## config.mk

```make
export PLATFORM = sky130hd
export DESIGN_NAME = video_timing
export DESIGN_NICKNAME = d
export VERILOG_FILES = /design/src/hdl/video_pkg.sv /design/src/hdl/video_timing.sv
export SDC_FILE = /design/constraint.sdc
export NUM_CORES = 1
export LEC_CHECK = 0
export BUFFER_PORTS_ARGS = -buffer_cell sky130_fd_sc_hd__buf_4
export CAP_MARGIN = 20
export CORE_MARGIN = 2
export CORE_UTILIZATION = 50
export DETAILED_ROUTE_END_ITERATION = 16
export HOLD_SLACK_MARGIN = 0.15
export PLACE_DENSITY = 0.71
export SLEW_MARGIN = 40
export SYNTH_ARGS = -nofsm -noshare
export SYNTH_HDL_FRONTEND = slang
export SYNTH_SLANG_ARGS = --single-unit
```

## constraint.sdc

```tcl
create_clock -name clk_pixel -period 2.2 [get_ports clk_pixel]
set_input_delay 0.11 -clock clk_pixel [delete_from_list [all_inputs] [get_ports clk_pixel]]
set_output_delay 0.11 -clock clk_pixel [all_outputs]
set_load 0.02 [all_outputs]
```

## src/hdl/video_pkg.sv

```systemverilog
// Video output constants
// 640x480 at 60 Hz mode with a 320x240 frame buffer

package video_pkg;

    // ##############################
    // Horizontal timing
    // ##############################

    localparam int h_active = 640;
    localparam int h_front = 16;
    localparam int h_sync = 96;
    localparam int h_back = 48;
    localparam int h_total = h_active + h_front + h_sync + h_back;

    // Zero means the sync pulse is driven low
    localparam bit h_sync_pol = 1'b0;

    // ##############################
    // Vertical timing
    // ##############################

    // Counted in lines
    localparam int v_active = 480;
    localparam int v_front = 10;
    localparam int v_sync = 2;
    localparam int v_back = 33;
    localparam int v_total = v_active + v_front + v_sync + v_back;

    localparam bit v_sync_pol = 1'b0;

    // Raster counter widths, enough for 800 and 525
    localparam int x_width = 10;
    localparam int y_width = 10;

    // ##############################
    // Frame buffer geometry
    // ##############################

    localparam int fb_width = 320;
    localparam int fb_height = 240;
    localparam int fb_depth = fb_width * fb_height;
    localparam int fb_addr_width = 17;
    localparam int fb_data_width = 12;

    // Screen position >> scale_shift gives the buffer position
    localparam int scale_shift = 1;

    // Color word layout, red in the low nibble and blue on top
    localparam int color_width = 4;
    localparam int red_lsb = 0;
    localparam int green_lsb = 4;
    localparam int blue_lsb = 8;

endpackage
```

## src/hdl/video_timing.sv

```systemverilog
// Raster timing generator
// Scan counters, sync and data enable

`timescale 1ns/1ps

module video_timing (
    input  logic                         clk_pixel,
    input  logic                         rstn_pixel,
    output logic [video_pkg::x_width-1:0] pos_x,
    output logic [video_pkg::y_width-1:0] pos_y,
    output logic                         hsync_raw,
    output logic                         vsync_raw,
    output logic                         active
);
    import video_pkg::*;

    logic line_end;
    logic frame_end;
    logic hsync_on;
    logic vsync_on;

    // ##############################
    // Raster counters
    // ##############################

    assign line_end = (pos_x == x_width'(h_total - 1));
    assign frame_end = (pos_y == y_width'(v_total - 1));

    // x runs every clock, y steps once per line
    always_ff @(posedge clk_pixel or negedge rstn_pixel) begin
        if (!rstn_pixel) begin
            pos_x <= '0;
            pos_y <= '0;
        end else if (line_end) begin
            pos_x <= '0;
            if (frame_end) begin
                pos_y <= '0;
            end else begin
                pos_y <= pos_y + 1'b1;
            end
        end else begin
            pos_x <= pos_x + 1'b1;
        end
    end

    // ##############################
    // Sync and active decode
    // ##############################

    // Horizontal pulse covers x = 656 .. 751
    assign hsync_on = (pos_x >= x_width'(h_active + h_front))
                   && (pos_x < x_width'(h_active + h_front + h_sync));

    // Vertical pulse covers whole lines 490 and 491
    assign vsync_on = (pos_y >= y_width'(v_active + v_front))
                   && (pos_y < y_width'(v_active + v_front + v_sync));

    // Polarity from the mode table
    assign hsync_raw = h_sync_pol ? hsync_on : ~hsync_on;
    assign vsync_raw = v_sync_pol ? vsync_on : ~vsync_on;

    assign active = (pos_x < x_width'(h_active)) && (pos_y < y_width'(v_active));

    // ##############################
    // Checks
    // ##############################

    a_x_range: assert property (
        @(posedge clk_pixel) disable iff (!rstn_pixel)
        pos_x < x_width'(h_total)
    ) else $error("video_timing: pos_x %0d out of range", pos_x);

    a_y_range: assert property (
        @(posedge clk_pixel) disable iff (!rstn_pixel)
        pos_y < y_width'(v_total)
    ) else $error("video_timing: pos_y %0d out of range", pos_y);

    // A new line only starts after the last clock of the previous one
    a_y_step: assert property (
        @(posedge clk_pixel) disable iff (!rstn_pixel)
        (pos_y != $past(pos_y)) |-> ($past(pos_x) == x_width'(h_total - 1))
    ) else $error("video_timing: pos_y moved at x %0d", $past(pos_x));

endmodule

```

* Word level (Yosys, flattened, before mapping)
Index checks and enable logic that the tools add are counted.
Word-level totals: flip-flop bits (word level) 20, input port bits 2, output and inout bits 23, word-level logic and storage cells 19
Operators by class: add/subtract/negate cells 2, order comparisons 6, equality and inequality tests 2, mux-type cells 2, bitwise gates (word level) 2, reductions and logical operators 3
Operator list (count):
- $add 10x1->10 const B | 2
- $eq 10x10->1 const B | 2
- $lt 10x10->1 const B | 2
- $lt 10x9->1 const B | 2
- $mux 10 | 2
- $ge 10x10->1 const B | 1
- $ge 10x9->1 const B | 1
- $logic_and 1x1->1 | 3
- $not 1->1 | 2

* Depth between registers and ports, before layout
depth in word-level cells 3, mapped depth 7, mapped depth without buffers 6

* Worst setup path after synthesis
No wires, ideal clock.
path kind register -> register, from register pos_x[0] (netlist name), to register pos_y[9] (netlist name), library setup time 0.076 ns, arrival time 1.739 ns, required time 2.124 ns, slack 0.384 ns, stages on the path, launching flop included 7, buffers on the path 1, clock period less this slack 1.816 ns, cells stage by stage dfrtp_1 ha_1 and4_1 buf_6 nand4_4 or4_1 o21ai_1
On the way: cells in the longest elaborated chain, start to end 1
RTL lines:
- start, declared | line video_timing.sv:9 | output logic [video_pkg::x_width-1:0] pos_x,
- start signal, assigned | line video_timing.sv:42 | pos_x <= pos_x + 1'b1;
- $eq 10x10->1 | line video_timing.sv:26 | assign line_end = (pos_x == x_width'(h_total - 1));
- end signal, assigned | line video_timing.sv:39 | pos_y <= pos_y + 1'b1;
- end, declared | line video_timing.sv:10 | output logic [video_pkg::y_width-1:0] pos_y,
No other way between the ends. A chain may end at the register's enable or synchronous reset.

* Worst setup path in the final report
from register pos_x[0] (netlist name), to register pos_y[4] (netlist name)
Same word-level chain as after synthesis.

==> out/qor.txt <==
Avg Cell Area, Syn = 9.60 sq um
Comb pwr share = 0.016
Post-DRT Antenna Nets = 0
Fin. max-slew vios = 0
CTS tree = done
Critical path class = reg -> reg
Largest family of logic cells by synthesized area = simple AND/OR/NAND/NOR gates
Vias in the first global route = 819
Final setup vio count = 0
P_int = 471 uW
Share of cells above drive strength 1 = 0.213
Fin crit share = 0.838
Crit-path max FO = 6
Async set-reset flop share out of synthesis = 1.00
Critical Path Max Stage Delay = 0.53 ns
Min Tclk post-route = 1.84 ns
#FFs+latches synth = 20
Crit. End Element = flop
Initial antenna violation count = 0
Core Box Area = 2150 sq um
Wire per inst = 13.4 um
DR pass1 iterations = 4
Initial cell density of the core = 0.518
Psw = 126 uW
EDFF count, synth = 0
Number of synthesis warnings = 0
Clock Latency Late Sink = 0.30 ns
Initial drt markers = 21
RSZ-0062 raised after global routing = false
N_diodes = 0
Setup TNS Final = 0 ns
Worst Tran Pin Value = 0.317 ns
Post-synth top flop = dfrtp_1
Adder-Cell Fraction of Synth Area = 0.0562
First-pass GRT wire length = 3.73 mm
Vias per cell = 5.53
FMAX = 543 MHz
Total power = 597 uW
WP data required = 2.45 ns
CP max-delay cell = or4b_1
Rel. slew slack = 0.787
Die width = 51.2 um
HP Class = in -> async
Startpoint types = flop
Sequential share of the synthesized area = 0.449
Post_cts resized = 0
Post-CTS Setup Bufs = 0
Static Leak = 0.000643 uW
Net count after synthesis = 123
Longest Clk Path Bufs = 2
Crit path cell chain = ha_1 > and4_1 > nand4_4 > or4b_1 > nand2_1
Area grow syn2layout = 20.6%
Max cap viols = 0
Critical path's top delay family = simple AND/OR/NAND/NOR gates
Synthesized cell area = 1110 sq um
Fraction of the mapped netlist area in compound gates = 0.0494
WL final = 2.27 mm
Port Buf Inserts = 24
Final Skew = 0.00560 ns
Largest vdd supply drop = 0.436 mV
PwrDens = 445 nW/um^2
Worst path bufs/invs = 0
Count leader, synth = dfrtp_1
Top Ports = 25
Register share of total power = 0.615
Outcome = completed
Clk network pwr share = 0.369
Top post-synthesis cells by area = dfrtp_1, nand3_1, ha_1
Chip height = 51.2 um
Num Clock Sinks = 20
List of most frequent post-synthesis cells = dfrtp_1, nand3_1, nand2_1
Area leader, netlist = dfrtp_1
CTS clk-pin slew, worst paths = 0.12 ns
Critical path data arrival time = 2.10 ns
Drt drc = 0
Via count = 934
Post-Synth XOR/XNOR Area = 0.0865
RePlAce Congestion = 0.840
Synth top area share = 0.449
Final hold violation count = 0
# H-tree levels = 1
Multiplexer area fraction after synthesis = 0.00899
CTS Root Cell = clkbuf_4
Cell Area, Placed = 1300 sq um
Synthesized instance count = 116
Synth Area in Simple Gates = 0.303
Design area = 1340 sq um
GRT Overall Usage = 0.191
Nets = 149
Total grt overflow = 0
Post-DP HPWL = 1.62 mm
Hold_buf cts = 1
Largest net degree at the start of global routing = 21
Rows = 17
DIE AREA = 2620 sq um
Yosys cell types = 32
Net Sw Frac = 0.212
CTS Buf Count = 3
[power groups by stage]
stage | Clock (uW) | Sequential, uW | Combinational, uW
after floorplan | 0 | 375 | 0.000251
after CTS | 224 | 368 | 10.4
after global placement | 0 | 375 | 8.83
after global routing | 237 | 368 | 11.7
after detailed placement | 0 | 375 | 8.89
final | 220 | 367 | 9.58
[sequential cells by signal (all words and copies together) (netlist names)]
signal,flops
pos_x,10
pos_y,10
[placed cells by master (no fill, tap or decap), drive strengths merged, types with 3 or more instances in the layout]
cell type	count
o21ai	5
xor2	7
dfrtp	20
nor3	5
and4	3
a21oi	3
xnor2	4
inv	5
and3	3
clkbuf	4
nand2	10
buf	24
ha	5
nand3	15
nor2	9
nand4	5
[through the flow]
stage / hold slack, ns / setup WS (ns) / utilization / std cells
global placement: 0.00544 / 0.442 / 0.603 / 164
detailed placement: 0.00621 / 0.394 / 0.603 / 164
global route: 0.230 / 0.267 / 0.625 / 169
CTS: 0.215 / 0.379 / 0.625 / 169
finish: 0.204 / 0.357 / 0.625 / 169
floorplan: -0.186 / 0.384 / - / 116
[worst reg2reg max path, stage by stage (launching register included)]
cell,delay (ns)
dfrtp_1,0.45
ha_1,0.23
and4_1,0.34
nand4_4,0.16
or4b_1,0.53
nand2_1,0.08
[area by class of cell]
type	count	area, sq um
sequential	20	500
multi-input combinational	87	562
tap	28	35.0
fill	194	806
inverter	5	18.8
clock buffer	4	36.3
timing repair buffer	25	190
[cells by family (layout without fill, tap and decap cells)]
family                   count (synthesis)  count (layout)
AND/OR/NAND/NOR                         60              60
adder cells (fa/ha/maj)                  5               5
multiplexers                             1               1
XOR/XNOR                                11              11
buffers and inverters                    9              34
flip-flops                              20              20
AO/OA/AOI/OAI                           10              10
[per-layer routing]
layer	GRT usage	wire length, um	vias to the layer above
met5	0	0	-
met4	0.0811	35	0
met3	0.0351	109	4
met2	0.299	1070	29
met1	0.260	1050	441
li1	-	-	460
[worst paths after layout]
path / startpoint / slack (ns) / end / cells past startpoint
worst max-delay path: pos_x[0]$_DFF_PN0_ / 0.36 / pos_y[4]$_DFFE_PN0N_ / 5
worst min-delay path: rstn_pixel / 0.20 / pos_x[8]$_DFF_PN0_ / 2
worst max register to register: pos_x[0]$_DFF_PN0_ / 0.36 / pos_y[4]$_DFFE_PN0N_ / 5
worst min register to register: pos_x[0]$_DFF_PN0_ / 0.54 / pos_x[0]$_DFF_PN0_ / 1
max in group asynchronous: rstn_pixel / 1.78 / pos_y[3]$_DFFE_PN0N_ / 2
min in group clk_pixel: pos_x[0]$_DFF_PN0_ / 0.54 / pos_x[0]$_DFF_PN0_ / 1
No activity file was read; power rests on OpenSTA's default activity.
