$ cat src/hdl/video_pkg.sv
// Video output constants
// 640x480 at 60 Hz mode with a 320x240 frame buffer

package video_pkg;

    // ##############################
    // Horizontal timing
    // ##############################

    localparam int h_active = 640;
    localparam int h_front = 16;
    localparam int h_sync = 96;
    localparam int h_back = 48;
    localparam int h_total = h_active + h_front + h_sync + h_back;

    // Zero means the sync pulse is driven low
    localparam bit h_sync_pol = 1'b0;

    // ##############################
    // Vertical timing
    // ##############################

    // Counted in lines
    localparam int v_active = 480;
    localparam int v_front = 10;
    localparam int v_sync = 2;
    localparam int v_back = 33;
    localparam int v_total = v_active + v_front + v_sync + v_back;

    localparam bit v_sync_pol = 1'b0;

    // Raster counter widths, enough for 800 and 525
    localparam int x_width = 10;
    localparam int y_width = 10;

    // ##############################
    // Frame buffer geometry
    // ##############################

    localparam int fb_width = 320;
    localparam int fb_height = 240;
    localparam int fb_depth = fb_width * fb_height;
    localparam int fb_addr_width = 17;
    localparam int fb_data_width = 12;

    // Screen position >> scale_shift gives the buffer position
    localparam int scale_shift = 1;

    // Color word layout, red in the low nibble and blue on top
    localparam int color_width = 4;
    localparam int red_lsb = 0;
    localparam int green_lsb = 4;
    localparam int blue_lsb = 8;

endpackage
$ cat src/hdl/pixel_fetch.sv
// Pixel fetch and output stage
// Buffer address, pipeline alignment, color split

`timescale 1ns/1ps

module pixel_fetch (
    input  logic                                 clk_pixel,
    input  logic                                 rstn_pixel,
    input  logic [video_pkg::x_width-1:0]        pos_x,
    input  logic [video_pkg::y_width-1:0]        pos_y,
    input  logic                                 hsync_raw,
    input  logic                                 vsync_raw,
    input  logic                                 active,
    output logic [video_pkg::fb_addr_width-1:0]  rd_addr,
    input  logic [video_pkg::fb_data_width-1:0]  rd_data,
    output logic                                 vga_hsync,
    output logic                                 vga_vsync,
    output logic [video_pkg::color_width-1:0]    vga_red,
    output logic [video_pkg::color_width-1:0]    vga_green,
    output logic [video_pkg::color_width-1:0]    vga_blue
);
    import video_pkg::*;

    logic [fb_addr_width-1:0] fb_col;
    logic [fb_addr_width-1:0] fb_row;
    logic [fb_addr_width-1:0] row_base;

    // Stage 1 levels, lined up with rd_data
    logic hsync_d1;
    logic vsync_d1;
    logic active_d1;

    logic [color_width-1:0] red_next;
    logic [color_width-1:0] green_next;
    logic [color_width-1:0] blue_next;

    // ##############################
    // Address generation
    // ##############################

    // Each buffer word covers a 2x2 block on screen
    assign fb_col = fb_addr_width'(pos_x >> scale_shift);
    assign fb_row = fb_addr_width'(pos_y >> scale_shift);
    assign row_base = fb_row * fb_addr_width'(fb_width);

    // Park on word zero during blanking
    assign rd_addr = active ? (row_base + fb_col) : '0;

    // ##############################
    // Stage 1 delay
    // ##############################

    always_ff @(posedge clk_pixel or negedge rstn_pixel) begin
        if (!rstn_pixel) begin
            hsync_d1 <= ~h_sync_pol;
            vsync_d1 <= ~v_sync_pol;
            active_d1 <= 1'b0;
        end else begin
            hsync_d1 <= hsync_raw;
            vsync_d1 <= vsync_raw;
            active_d1 <= active;
        end
    end

    // Split the word, black outside the picture
    assign red_next = active_d1 ? rd_data[red_lsb +: color_width] : '0;
    assign green_next = active_d1 ? rd_data[green_lsb +: color_width] : '0;
    assign blue_next = active_d1 ? rd_data[blue_lsb +: color_width] : '0;

    // ##############################
    // Stage 2 output registers
    // ##############################

    always_ff @(posedge clk_pixel or negedge rstn_pixel) begin
        if (!rstn_pixel) begin
            vga_hsync <= ~h_sync_pol;
            vga_vsync <= ~v_sync_pol;
            vga_red <= '0;
            vga_green <= '0;
            vga_blue <= '0;
        end else begin
            vga_hsync <= hsync_d1;
            vga_vsync <= vsync_d1;
            vga_red <= red_next;
            vga_green <= green_next;
            vga_blue <= blue_next;
        end
    end

    // Blanked raster slot must reach the pins as black two clocks later
    a_blank_black: assert property (
        @(posedge clk_pixel) disable iff (!rstn_pixel)
        !$past(active, 2) |-> (vga_red == '0) && (vga_green == '0) && (vga_blue == '0)
    ) else $error("pixel_fetch: color %h%h%h during blanking",
                  vga_blue, vga_green, vga_red);

endmodule

$ cat config.mk
export PLATFORM = sky130hd
export DESIGN_NAME = pixel_fetch
export DESIGN_NICKNAME = d
export VERILOG_FILES = /design/src/hdl/video_pkg.sv /design/src/hdl/pixel_fetch.sv
export SDC_FILE = /design/constraint.sdc
export NUM_CORES = 1
export LEC_CHECK = 0
export ABC_AREA = 1
export BUFFER_PORTS_ARGS = -buffer_cell sky130_fd_sc_hd__buf_2
export CAP_MARGIN = 20
export CORE_MARGIN = 3
export CORE_UTILIZATION = 41
export CTS_CLUSTER_SIZE = 14
export DETAILED_ROUTE_END_ITERATION = 8
export PLACE_DENSITY = 0.73
export SETUP_SLACK_MARGIN = 0.02
export SYNTH_ARGS = -nofsm -noshare
export SYNTH_HDL_FRONTEND = slang
export SYNTH_SLANG_ARGS = --single-unit
export TNS_END_PERCENT = 100
$ cat constraint.sdc
create_clock -name clk_pixel -period 1.9 [get_ports clk_pixel]
set_input_delay 0.095 -clock clk_pixel [delete_from_list [all_inputs] [get_ports clk_pixel]]
set_output_delay 0.095 -clock clk_pixel [all_outputs]
set_load 0.05 [all_outputs]
== Word-level counts from Yosys, hierarchy flattened ==
Index checks and enable logic that the tools add are counted.
Word-level totals
  register bits after elaboration: 17
  input bits: 37
  output and inout port bits: 31
  logic and storage cells: 14
Cells by class
  add/sub/neg operators: 1
  multipliers: 1
  mux-type cells: 4
Operators with widths (count)
  17-bit by 9-bit adder with 17-bit output: 1
  17-bit 2-to-1 mux: 1
  4-bit 2-to-1 mux: 3
  9-bit by 3-bit multiplier with 11-bit output, second input constant: 1

== Logic depth before layout (Yosys ltp) ==
Gate-level depths: netlist of run 1.
  word-level depth: 3
  depth in mapped cells: 13
  depth with buffers taken out: 13

== Worst setup path after synthesis of run 1 ==
Ideal clock, no wire load.
  path kind: input port to output port
  from: in pos_y[2] (netlist name)
  to: out rd_addr[15] (netlist name)
  data arrival time: 2.402 ns
  data required time: 1.805 ns
  setup slack: -0.597 ns
  cell stages on the path: 11
  path through: ha_1 > ha_1 > fa_1 > nand2_1 > inv_1 > nand4_1 > a21oi_1 > nand2_1 > nor2_2 > a21oi_1 > nor2_1
On the way
  longest elaborated chain between the ends: 3
Ends and longest elaborated chain
  start: declaration: RTL line pixel_fetch.sv:10  | input logic [video_pkg::y_width-1:0] pos_y,
  9-bit by 3-bit multiplier with 11-bit output: RTL line pixel_fetch.sv:44  | assign row_base = fb_row * fb_addr_width'(fb_width);
  17-bit by 9-bit adder with 17-bit output: RTL line pixel_fetch.sv:47  | assign rd_addr = active ? (row_base + fb_col) : '0;
  17-bit 2-to-1 mux: RTL line pixel_fetch.sv:47
  end: declaration: RTL line pixel_fetch.sv:14  | output logic [video_pkg::fb_addr_width-1:0] rd_addr,
No other way between the ends.

== Worst setup path in the final report of run 1 ==
  from: in pos_y[4] (netlist name)
  to: out rd_addr[15] (netlist name)
The elaborated chain is that of the path after synthesis.

==> flow_metrics.env, run 1 <==
export IMPL_num_nets_final=344
export IMPL_peakVddDrop_mv=0.2889
export IMPL_whs_ns=0.02314
export IMPL_grt_usage_pct=19.30
export IMPL_routedWlPerCell_um=11.69
export IMPL_cts_buffers=3
export IMPL_slew_viol_final=0
export IMPL_grt_use_met2_pct=37.42
export IMPL_arrival_ns=2.09
export IMPL_core_um2=3103
export IMPL_slew_headroom_pct=75.01
export IMPL_antenna_cells=0
export IMPL_yosysUniqueCellTypes=24
export IMPL_synth_top_cells_by_area="dfrtp_1 24%, nand2_1 16%, ha_1 16%, inv_1 11%, dfstp_2 7.8%"
export IMPL_die_area_um2=4031
export IMPL_gp_congestion=0.7930
export IMPL_synthTopCellsByCount="59 x nand2_1, 38 x inv_1, 17 x ha_1, 13 x dfrtp_1, 8 x a21oi_1"
export IMPL_yosysSeqAreaShare_pct=31.76
export IMPL_drv_cap=0
export IMPL_design_portCount=68
export IMPL_clk_pin_slew_worst_paths_ns=0.09
export IMPL_top_usage_layer="met2"
export IMPL_drtIter0Drc=40
export IMPL_fill_cells=237
export IMPL_period_share_pct=115.0
export IMPL_max_clock_freq_ghz=0.4576
export IMPL_status="complete, but fails checks"
export IMPL_r2r_cells=2
export IMPL_die_h_um=63.49
export IMPL_yosysMostFrequentCell="nand2_1"
export IMPL_antenna_found_initial=0
export IMPL_synth_area_um2=1355
export IMPL_initial_utilization_pct=43.67
export IMPL_clock_skew_ns=0.006448
export IMPL_crit_path_cell_trace="buf_8 > ha_4 > ha_4 > fa_2 > nand2_1 > inv_1 > nand4_1 > a21oi_2 > nand2_2 > nor2_4 > a21oi_2 > nor2_4 > buf_8"
export IMPL_area_growth_pct=69.62
export IMPL_leakage_nw=1.359
export IMPL_required_ns=1.80
export IMPL_critical_path_class="in2out"
export IMPL_min_from="rd_data[5]"
export IMPL_ys_warn_count=0
export IMPL_synth_top_area_share_pct=24.01
export IMPL_cts_root_buf="clkbuf_4"
export IMPL_rrSetupSlack_ns=1.08
export IMPL_synth_top_cell_by_area="dfrtp_1"
export IMPL_worstSkewPairLatency_ns=0.29
export IMPL_grt_pass1_wl_mm=6.258
export IMPL_vias=1493
export IMPL_crit_slowest_cell="fa_2"
export IMPL_r2r_start="active_d1"
export IMPL_violations="setup timing"
export IMPL_rows=20
export IMPL_first_pass_iters=7
export IMPL_via_per_inst=4.511
export IMPL_synth_cells=183
export IMPL_fin_tns_setup_ns=-1.245
export IMPL_grt_pass1_vias=1465
export IMPL_async_reset_ff_share_pct=100.0
export IMPL_grtUsageMet3_pct=3.565
export IMPL_start_kind="input port"
export IMPL_final_hold_violation_count=0
export IMPL_cts_sinks=17
export IMPL_fin_ws_ns=-0.2854
export IMPL_grt_max_degree=19
export IMPL_clk_path_buf_depth=2
export IMPL_hold_depth=3
export IMPL_syn_nets=239
export IMPL_drive_above_1_share_pct=47.04
export IMPL_rsz0062_at_grt="true"
export IMPL_cts_max_level=1
export IMPL_power_per_cell_area_nw_per_um2=598.0
export IMPL_min_path_type="in2reg"
export IMPL_hold_path_endpoint="vga_green[1]"
export IMPL_ys_ff_latch=17
export IMPL_worst_pin_slew_ns=0.3748
export IMPL_synth_avg_cell_area_um2=7.405
export IMPL_route_final_wire_length_mm=3.871
export IMPL_critical_path_endpoint_type="primary output"
export IMPL_critical_path_max_fanout=3
export IMPL_post_route_min_period_ns=2.185
export IMPL_worstReg2RegEnd="vga_green[1]"
export IMPL_drc_errors=0
export IMPL_numPortBuffers=65
export IMPL_cts_tree="built"
export IMPL_synth_ff_type="dfrtp_1"
export IMPL_synth_edf_count=0
export IMPL_hpwl_mm=2.601
export IMPL_critPathMaxStageDelay_ns=0.53
export IMPL_overflow=0
export IMPL_postRouteAntennaNets=0
export IMPL_setup_viol_count_final=6
export IMPL_met1_usage_pct=21.05
export IMPL_dieWidth_um=63.49
export IMPL_fin_util_pct=74.07
cells in the final DEF (no fill, tap or decap), drive strengths merged:
master        n
nand2        64
fa            2
xnor2         1
dlygate4sd3  13
buf          88
nor2         11
o21ai         4
ha           17
a21boi        1
nand4         5
dfrtp        13
inv          39
nand3b        1
clkbuf        4
a31o          1
nand3         9
dfstp         4
and3b         1
clkinv        1
a21oi         8
where the power goes:
| part | leakage, nW | total [mW] | switching [mW] | internal (mW) |
|---|---|---|---|---|
| registers | 0.208 | 0.391 | 0.00808 | 0.383 |
| clock network | 0.0177 | 0.183 | 0.105 | 0.0782 |
| logic | 1.13 | 0.800 | 0.487 | 0.313 |
| total | 1.36 | 1.37 | 0.600 | 0.774 |
flip-flops by register name, indices dropped and copies added, names as in the netlist:
| name | flops |
|---|---|
| vga_green | 4 |
| vga_blue | 4 |
| vga_vsync | 1 |
| vga_red | 4 |
| active_d1 | 1 |
| vga_hsync | 1 |
| hsync_d1 | 1 |
| vsync_d1 | 1 |
worst max-delay path: cells and delay by family:
family | cells | cell delay [ns]
buffers and inverters | 3 | 0.31
adder cells (fa/ha/maj) | 3 | 0.92
AND/OR/NAND/NOR | 5 | 0.52
AO/OA/AOI/OAI | 2 | 0.25
worst max-delay path by stage:
stage               depth (start not counted)     endpoint      from  slack (ns)
finish                                     13  rd_addr[15]  pos_y[4]       -0.29
global route                               13  rd_addr[15]  pos_y[4]       -0.36
CTS                                        13  rd_addr[15]  pos_y[4]       -0.28
detailed placement                         14  rd_addr[15]  pos_y[2]       -0.45
global placement                           14  rd_addr[15]  pos_y[2]       -0.40
floorplan                                  11  rd_addr[15]  pos_y[2]       -0.22
what timing repair did:
action                     in CTS  in global routing
buffers inserted                1                  4
gates resized for setup        30                  7
pin swaps                      11                  4
hold endpoints to repair       29                  0
setup endpoints to repair       6                  7
hold buffers                   13                  0
area by class of cell:
class	count	area (µm²)	area share, %
clock inverters	1	5.005	0.2177
well taps	44	55.05	2.395
inverters	39	146.4	6.369
repair buffers	102	703.2	30.59
flip-flops and latches	17	430.4	18.73
clock buffers	3	22.52	0.9799
multi-input cells	125	935.9	40.72
through the flow:
stage | cells | total power, mW | instance area, µm² | setup WS (ns)
2_1_floorplan | 183 | 0.8762 | 1420 | -0.2165
3_3_place_gp | 309 | 1.072 | 1936 | -0.4020
3_5_place_dp | 309 | 1.082 | 1936 | -0.4532
4_1_cts | 327 | 1.354 | 2235 | -0.2786
5_1_grt | 331 | 1.464 | 2298 | -0.3635
6_report | 331 | 1.374 | 2298 | -0.2854
cell families after synthesis:
kind of cell / count (synthesis) / share of synthesized area (%)
AOI/OAI and AO/OA: 14 / 5.909
xor gates and xnor gates: 1 / 1.201
adders and majority gates: 19 / 18.65
buffers and inverters: 41 / 11.36
DFF: 17 / 31.76
and+or+nand+nor: 91 / 31.12
metal layers:
layer	part of all wire [%]	vias to the layer above
met2	55	50
met4	1.0	0
li1	-	777
met3	4.9	4
met1	39	662
met5	0	-
Power figures use the tool's default switching activity.
==> run 2, diff against run 1 <==
--- a/config.mk
+++ b/config.mk
@@ -12,8 +12,8 @@
 export CORE_UTILIZATION = 41
 export CTS_CLUSTER_SIZE = 14
 export DETAILED_ROUTE_END_ITERATION = 8
-export PLACE_DENSITY = 0.73
-export SETUP_SLACK_MARGIN = 0.02
+export HOLD_SLACK_MARGIN = 0.06
+export PLACE_DENSITY = 0.75
 export SYNTH_ARGS = -nofsm -noshare
 export SYNTH_HDL_FRONTEND = slang
 export SYNTH_SLANG_ARGS = --single-unit
==> flow_metrics.env, run 2 (same netlist as run 1, synthesis figures left out) <==
export IMPL_final_common_cell="buf_2"
export IMPL_critical_path_endpoint_type="primary output"
export IMPL_min_path_type="in2reg"
export IMPL_arrival_ns=2.14
export IMPL_drv_cap=0
export IMPL_start_kind="input port"
export IMPL_routedWlPerCell_um=11.33
export IMPL_route_final_wire_length_mm=3.694
export IMPL_leakage_nw=1.327
export IMPL_totalPowerFinal_mw=1.358
export IMPL_status="complete, but fails checks"
export IMPL_critical_path_max_fanout=3
export IMPL_num_nets_final=339
export IMPL_largestRegisters="vga_blue: 4 flops, vga_green: 4 flops, vga_red: 4 flops"
export IMPL_worstSkewPairLatency_ns=0.28
export IMPL_die_area_um2=4031
export IMPL_antenna_found_initial=0
export IMPL_cts_root_buf="clkbuf_4"
export IMPL_clk_pin_slew_worst_paths_ns=0.09
export IMPL_fin_util_pct=72.14
export IMPL_slew_viol_final=0
export IMPL_cts_max_level=1
export IMPL_core_um2=3103
export IMPL_layout_cells_non_filler=326
export IMPL_slew_headroom_pct=74.73
export IMPL_rows=20
export IMPL_via_per_inst=4.497
export IMPL_design_portCount=68
export IMPL_clock_skew_ns=0.004965
export IMPL_rrSetupSlack_ns=1.06
export IMPL_post_route_min_period_ns=2.237
export IMPL_cts_buffers=3
export IMPL_max_clock_freq_ghz=0.4470
export IMPL_peakVddDrop_mv=0.3383
export IMPL_setup_viol_count_final=6
export IMPL_worst_pin_slew_ns=0.3791
export IMPL_crit_path_cell_trace="buf_8 > ha_4 > ha_4 > fa_2 > nand2_1 > inv_2 > nand4_1 > a21oi_2 > nand2_2 > nor2_4 > a21oi_2 > nor2_4 > buf_6"
export IMPL_final_hold_violation_count=0
export IMPL_initial_utilization_pct=43.67
export IMPL_numPortBuffers=65
export IMPL_drtIter0Drc=46
export IMPL_fin_ws_ns=-0.3372
export IMPL_first_pass_iters=4
export IMPL_vias=1466
export IMPL_period_share_pct=117.7
export IMPL_postRouteAntennaNets=0
export IMPL_grt_max_degree=19
export IMPL_fin_area_um2=2238
export IMPL_dieWidth_um=63.49
export IMPL_final_cell_mix="57 x buf_2, 56 x nand2_1, 36 x inv_1, 15 x dlygate4sd3_1, 15 x buf_4"
export IMPL_antenna_cells=0
export IMPL_crit_slowest_cell="fa_2"
export IMPL_overflow=0
export IMPL_dp_cells=307
export IMPL_grt_pass1_vias=1512
export IMPL_critPathMaxStageDelay_ns=0.53
export IMPL_preCtsSetupSlack_ns=-0.4719
export IMPL_fill_cells=258
export IMPL_required_ns=1.80
export IMPL_area_growth_pct=65.19
export IMPL_hpwl_mm=2.490
export IMPL_grt_pass1_wl_mm=6.396
export IMPL_cts_tree="built"
export IMPL_clk_path_buf_depth=2
export IMPL_grt_usage_pct=19.29
export IMPL_drive_above_1_share_pct=44.33
export IMPL_critical_path_class="in2out"
export IMPL_drc_errors=0
export IMPL_gp_congestion=0.8218
export IMPL_placed_area_um2=1921
export IMPL_violations="setup timing"
export IMPL_die_h_um=63.49
export IMPL_power_per_cell_area_nw_per_um2=606.9
export IMPL_rsz0062_at_grt="true"
export IMPL_cts_sinks=17
[run 2: changes by cell type in the layout (fill, tap and decap cells not counted), moves of 2 or more]
cell           previous run  this run
buf_6                     6         9
dlygate4sd3_1            13        15
buf_4                    23        15
buf_8                     3         1
[run 2: final cells by class]
type	instances	area, µm²	share of cell area (%)
clock buffer	4	26.28	1.174
timing repair buffer	97	664.4	29.68
inverter	39	146.4	6.540
sequential	17	430.4	19.23
multi-input combinational	125	915.9	40.92
tap	44	55.05	2.459
[run 2: worst paths after layout]
path | from | endpoint | cells after the start
min in group asynchronous | rstn_pixel | vga_blue[3] | 2
worst min register to register | vsync_d1 | vga_vsync | 0
worst min-delay path | active | active_d1 | 1
max in group asynchronous | rstn_pixel | vga_hsync | 2
worst max register to register | active_d1 | vga_blue[3] | 2
worst max-delay path | pos_y[4] | rd_addr[15] | 13
[run 2: repair_timing]
| action | 4_1_cts | 5_1_grt |
|---|---|---|
| endpoints found under the hold margin | 31 | 0 |
| resized for setup | 26 | 7 |
| setup buffers | 0 | 0 |
| pin swaps | 11 | 2 |
| setup endpoints to repair | 6 | 6 |
| hold buffers | 15 | 0 |
[run 2: per-layer routing]
metal / vias up / wire length, µm / global-route usage [%]
li1: 762 / - / -
met1: 662 / 1550 / 22.57
met2: 38 / 1944 / 37.55
met3: 4 / 169 / 2.139
met4: 0 / 29 / 3.235
met5: - / 0 / 0
[run 2: worst max-delay path: cells and delay by family]
kind | cells | cell delay [ns]
fa+ha+maj | 3 | 0.92
simple gates | 5 | 0.52
buf+inv | 3 | 0.31
compound gates | 2 | 0.29
[run 2: power by group]
| part | leakage (nW) | internal (mW) | switching [mW] |
|---|---|---|---|
| clock network | 0.0150 | 0.0812 | 0.105 |
| registers | 0.208 | 0.383 | 0.00841 |
| logic | 1.10 | 0.300 | 0.480 |
[run 2: stage by stage]
stage | TNS [ns] | hold slack, ns
after floorplan | -0.5184 | -0.2006
after global placement | -1.783 | 0.02117
after detailed placement | -1.974 | 0.01756
after CTS | -1.163 | 0.1112
after global routing | -1.846 | 0.1354
final | -1.285 | 0.1170
==> run 3, diff against run 2 <==
--- a/config.mk
+++ b/config.mk
@@ -8,9 +8,11 @@
 export ABC_AREA = 1
 export BUFFER_PORTS_ARGS = -buffer_cell sky130_fd_sc_hd__buf_2
 export CAP_MARGIN = 20
+export CELL_PAD_IN_SITES_DETAIL_PLACEMENT = 1
+export CELL_PAD_IN_SITES_GLOBAL_PLACEMENT = 1
 export CORE_MARGIN = 3
-export CORE_UTILIZATION = 41
-export CTS_CLUSTER_SIZE = 14
+export CORE_UTILIZATION = 28
+export CTS_CLUSTER_SIZE = 10
 export DETAILED_ROUTE_END_ITERATION = 8
 export HOLD_SLACK_MARGIN = 0.06
 export PLACE_DENSITY = 0.75
==> flow_metrics.env, run 3 (same netlist as run 1, synthesis figures left out) <==
export IMPL_peakVddDrop_mv=0.2307
export IMPL_drc_errors=0
export IMPL_vias=1531
export IMPL_leakage_nw=1.356
export IMPL_cts_sinks=17
export IMPL_dieWidth_um=75.57
export IMPL_max_clock_freq_ghz=0.4543
export IMPL_first_pass_iters=2
export IMPL_hold_depth=3
export IMPL_rrSetupSlack_ns=1.08
export IMPL_fin_ws_ns=-0.3011
export IMPL_design_portCount=68
export IMPL_grt_max_degree=19
export IMPL_preCtsSetupSlack_ns=-0.5282
export IMPL_hpwl_mm=3.396
export IMPL_final_cell_mix="56 x buf_2, 53 x nand2_1, 36 x inv_1, 21 x buf_4"
export IMPL_drive_above_1_share_pct=47.55
export IMPL_slew_headroom_pct=74.65
export IMPL_grt_pass1_wl_mm=7.065
export IMPL_clock_skew_ns=0.006320
export IMPL_clk_path_buf_depth=2
export IMPL_gp_congestion=0.7398
export IMPL_worstSkewPairLatency_ns=0.25
export IMPL_overflow=0
export IMPL_rsz0062_at_grt="true"
export IMPL_required_ns=1.80
export IMPL_drv_cap=0
export IMPL_rows=24
export IMPL_grt_usage_pct=15.82
export IMPL_worstReg2RegEnd="vga_blue[2]"
export IMPL_antenna_cells=0
export IMPL_totalPowerFinal_mw=1.474
export IMPL_via_per_inst=4.530
export IMPL_numPortBuffers=65
export IMPL_cts_max_level=1
export IMPL_min_path_type="in2reg"
export IMPL_cts_tree="built"
export IMPL_final_hold_violation_count=0
export IMPL_critical_path_max_fanout=3
export IMPL_grt_pass1_vias=1578
export IMPL_setup_viol_count_final=6
export IMPL_critPathMaxStageDelay_ns=0.54
export IMPL_critical_path_class="in2out"
export IMPL_r2r_start="active_d1"
export IMPL_area_growth_pct=70.82
export IMPL_cts_root_buf="clkbuf_8"
export IMPL_arrival_ns=2.11
export IMPL_final_common_cell="buf_2"
export IMPL_fin_tns_setup_ns=-1.328
export IMPL_start_kind="input port"
export IMPL_antenna_found_initial=0
export IMPL_die_area_um2=5710
export IMPL_min_from="rd_data[3]"
export IMPL_num_nets_final=343
export IMPL_r2r_cells=2
export IMPL_crit_slowest_cell="fa_2"
export IMPL_routedWlPerCell_um=13.42
export IMPL_worst_pin_slew_ns=0.3802
export IMPL_dp_cells=319
export IMPL_route_final_wire_length_mm=4.535
export IMPL_hold_path_endpoint="vga_red[3]"
export IMPL_clk_pin_slew_worst_paths_ns=0.06
export IMPL_critical_path_endpoint_type="primary output"
export IMPL_die_h_um=75.57
export IMPL_initial_utilization_pct=30.08
export IMPL_postRouteAntennaNets=0
export IMPL_largestRegisters="vga_blue: 4 flops, vga_green: 4 flops, vga_red: 4 flops"
export IMPL_crit_path_cell_trace="buf_8 > ha_4 > ha_4 > fa_2 > nand2_2 > inv_2 > nand4_1 > a21oi_2 > nand2_2 > o21ai_1 > buf_4 > a21oi_4 > buf_8"
export IMPL_slew_viol_final=0
export IMPL_post_route_min_period_ns=2.201
export IMPL_drtIter0Drc=37
export IMPL_cts_buffers=3
export IMPL_core_um2=4504
export IMPL_violations="setup timing"
export IMPL_period_share_pct=115.8
export IMPL_status="complete, but fails checks"
export IMPL_layout_cells_non_filler=338
export IMPL_power_per_cell_area_nw_per_um2=636.9
-- run 3: cell count changes in the layout (fill, tap and decap cells not counted), moves of 2 or more --
cell / change
dlygate4sd3_1: -2
buf_8: +3
nor2_1: -2
buf_6: -2
nand2_1: -3
nor2_2: +2
clkbuf_8: +3
buf_4: +6
nand2_2: +4
clkbuf_4: -3
-- run 3: worst max path at each step --
stage                  endpoint  slack [ns]  cells after the start      from
detailed placement  rd_addr[15]       -0.53                     14  pos_y[2]
floorplan           rd_addr[15]       -0.22                     11  pos_y[2]
CTS                 rd_addr[15]       -0.29                     13  pos_y[4]
global route        rd_addr[15]       -0.42                     14  pos_y[4]
global placement    rd_addr[15]       -0.46                     14  pos_y[2]
finish              rd_addr[13]       -0.30                     13  pos_y[4]
-- run 3: where the power goes --
| group | total, mW | switching [mW] | internal (mW) |
|---|---|---|---|
| combinational | 0.822 | 0.501 | 0.321 |
| sequential | 0.392 | 0.00843 | 0.384 |
| clock | 0.261 | 0.116 | 0.145 |
-- run 3: metal layers --
layer / GRT usage [%] / vias up / share of wire (%)
li1: - / 770 / -
met1: 16.98 / 716 / 36
met2: 32.02 / 43 / 56
met3: 3.034 / 2 / 6.6
met4: 2.330 / 0 / 0.44
met5: 0 / - / 0
-- run 3: what timing repair did --
action | in CTS | in global routing
hold endpoints to repair | 29 | 0
hold buffers | 13 | 0
setup buffers | 2 | 0
pin swaps | 10 | 6
resized for setup | 32 | 11
endpoints found under the setup margin | 7 | 7
-- run 3: stage by stage --
stage / hold WS [ns] / instance area (µm²) / utilization [%]
3_5_place_dp: 0.02872 / 1961 / 43.53
5_1_grt: 0.08464 / 2315 / 51.39
2_1_floorplan: -0.2006 / 1420 / -
6_report: 0.07198 / 2315 / 51.39
3_3_place_gp: 0.02684 / 1961 / 43.53
4_1_cts: 0.06321 / 2280 / 50.61
-- run 3: worst max-delay path: cells and delay by family --
kind,cells,cell delay (ns)
AOI/OAI and AO/OA,3,0.36
adders and majority gates,3,0.93
buffers and inverters,4,0.43
and+or+nand+nor,3,0.29
-- run 3: final cells by class --
| cell class | count | area [µm²] |
|---|---|---|
| clock buffers | 3 | 41.29 |
| clock inverters | 1 | 5.005 |
| fillers | 566 | 2190 |
| inverters | 39 | 146.4 |
| multi-input cells | 125 | 919.6 |
| flip-flops and latches | 17 | 430.4 |
| well taps | 52 | 65.06 |
| repair buffers | 101 | 706.9 |
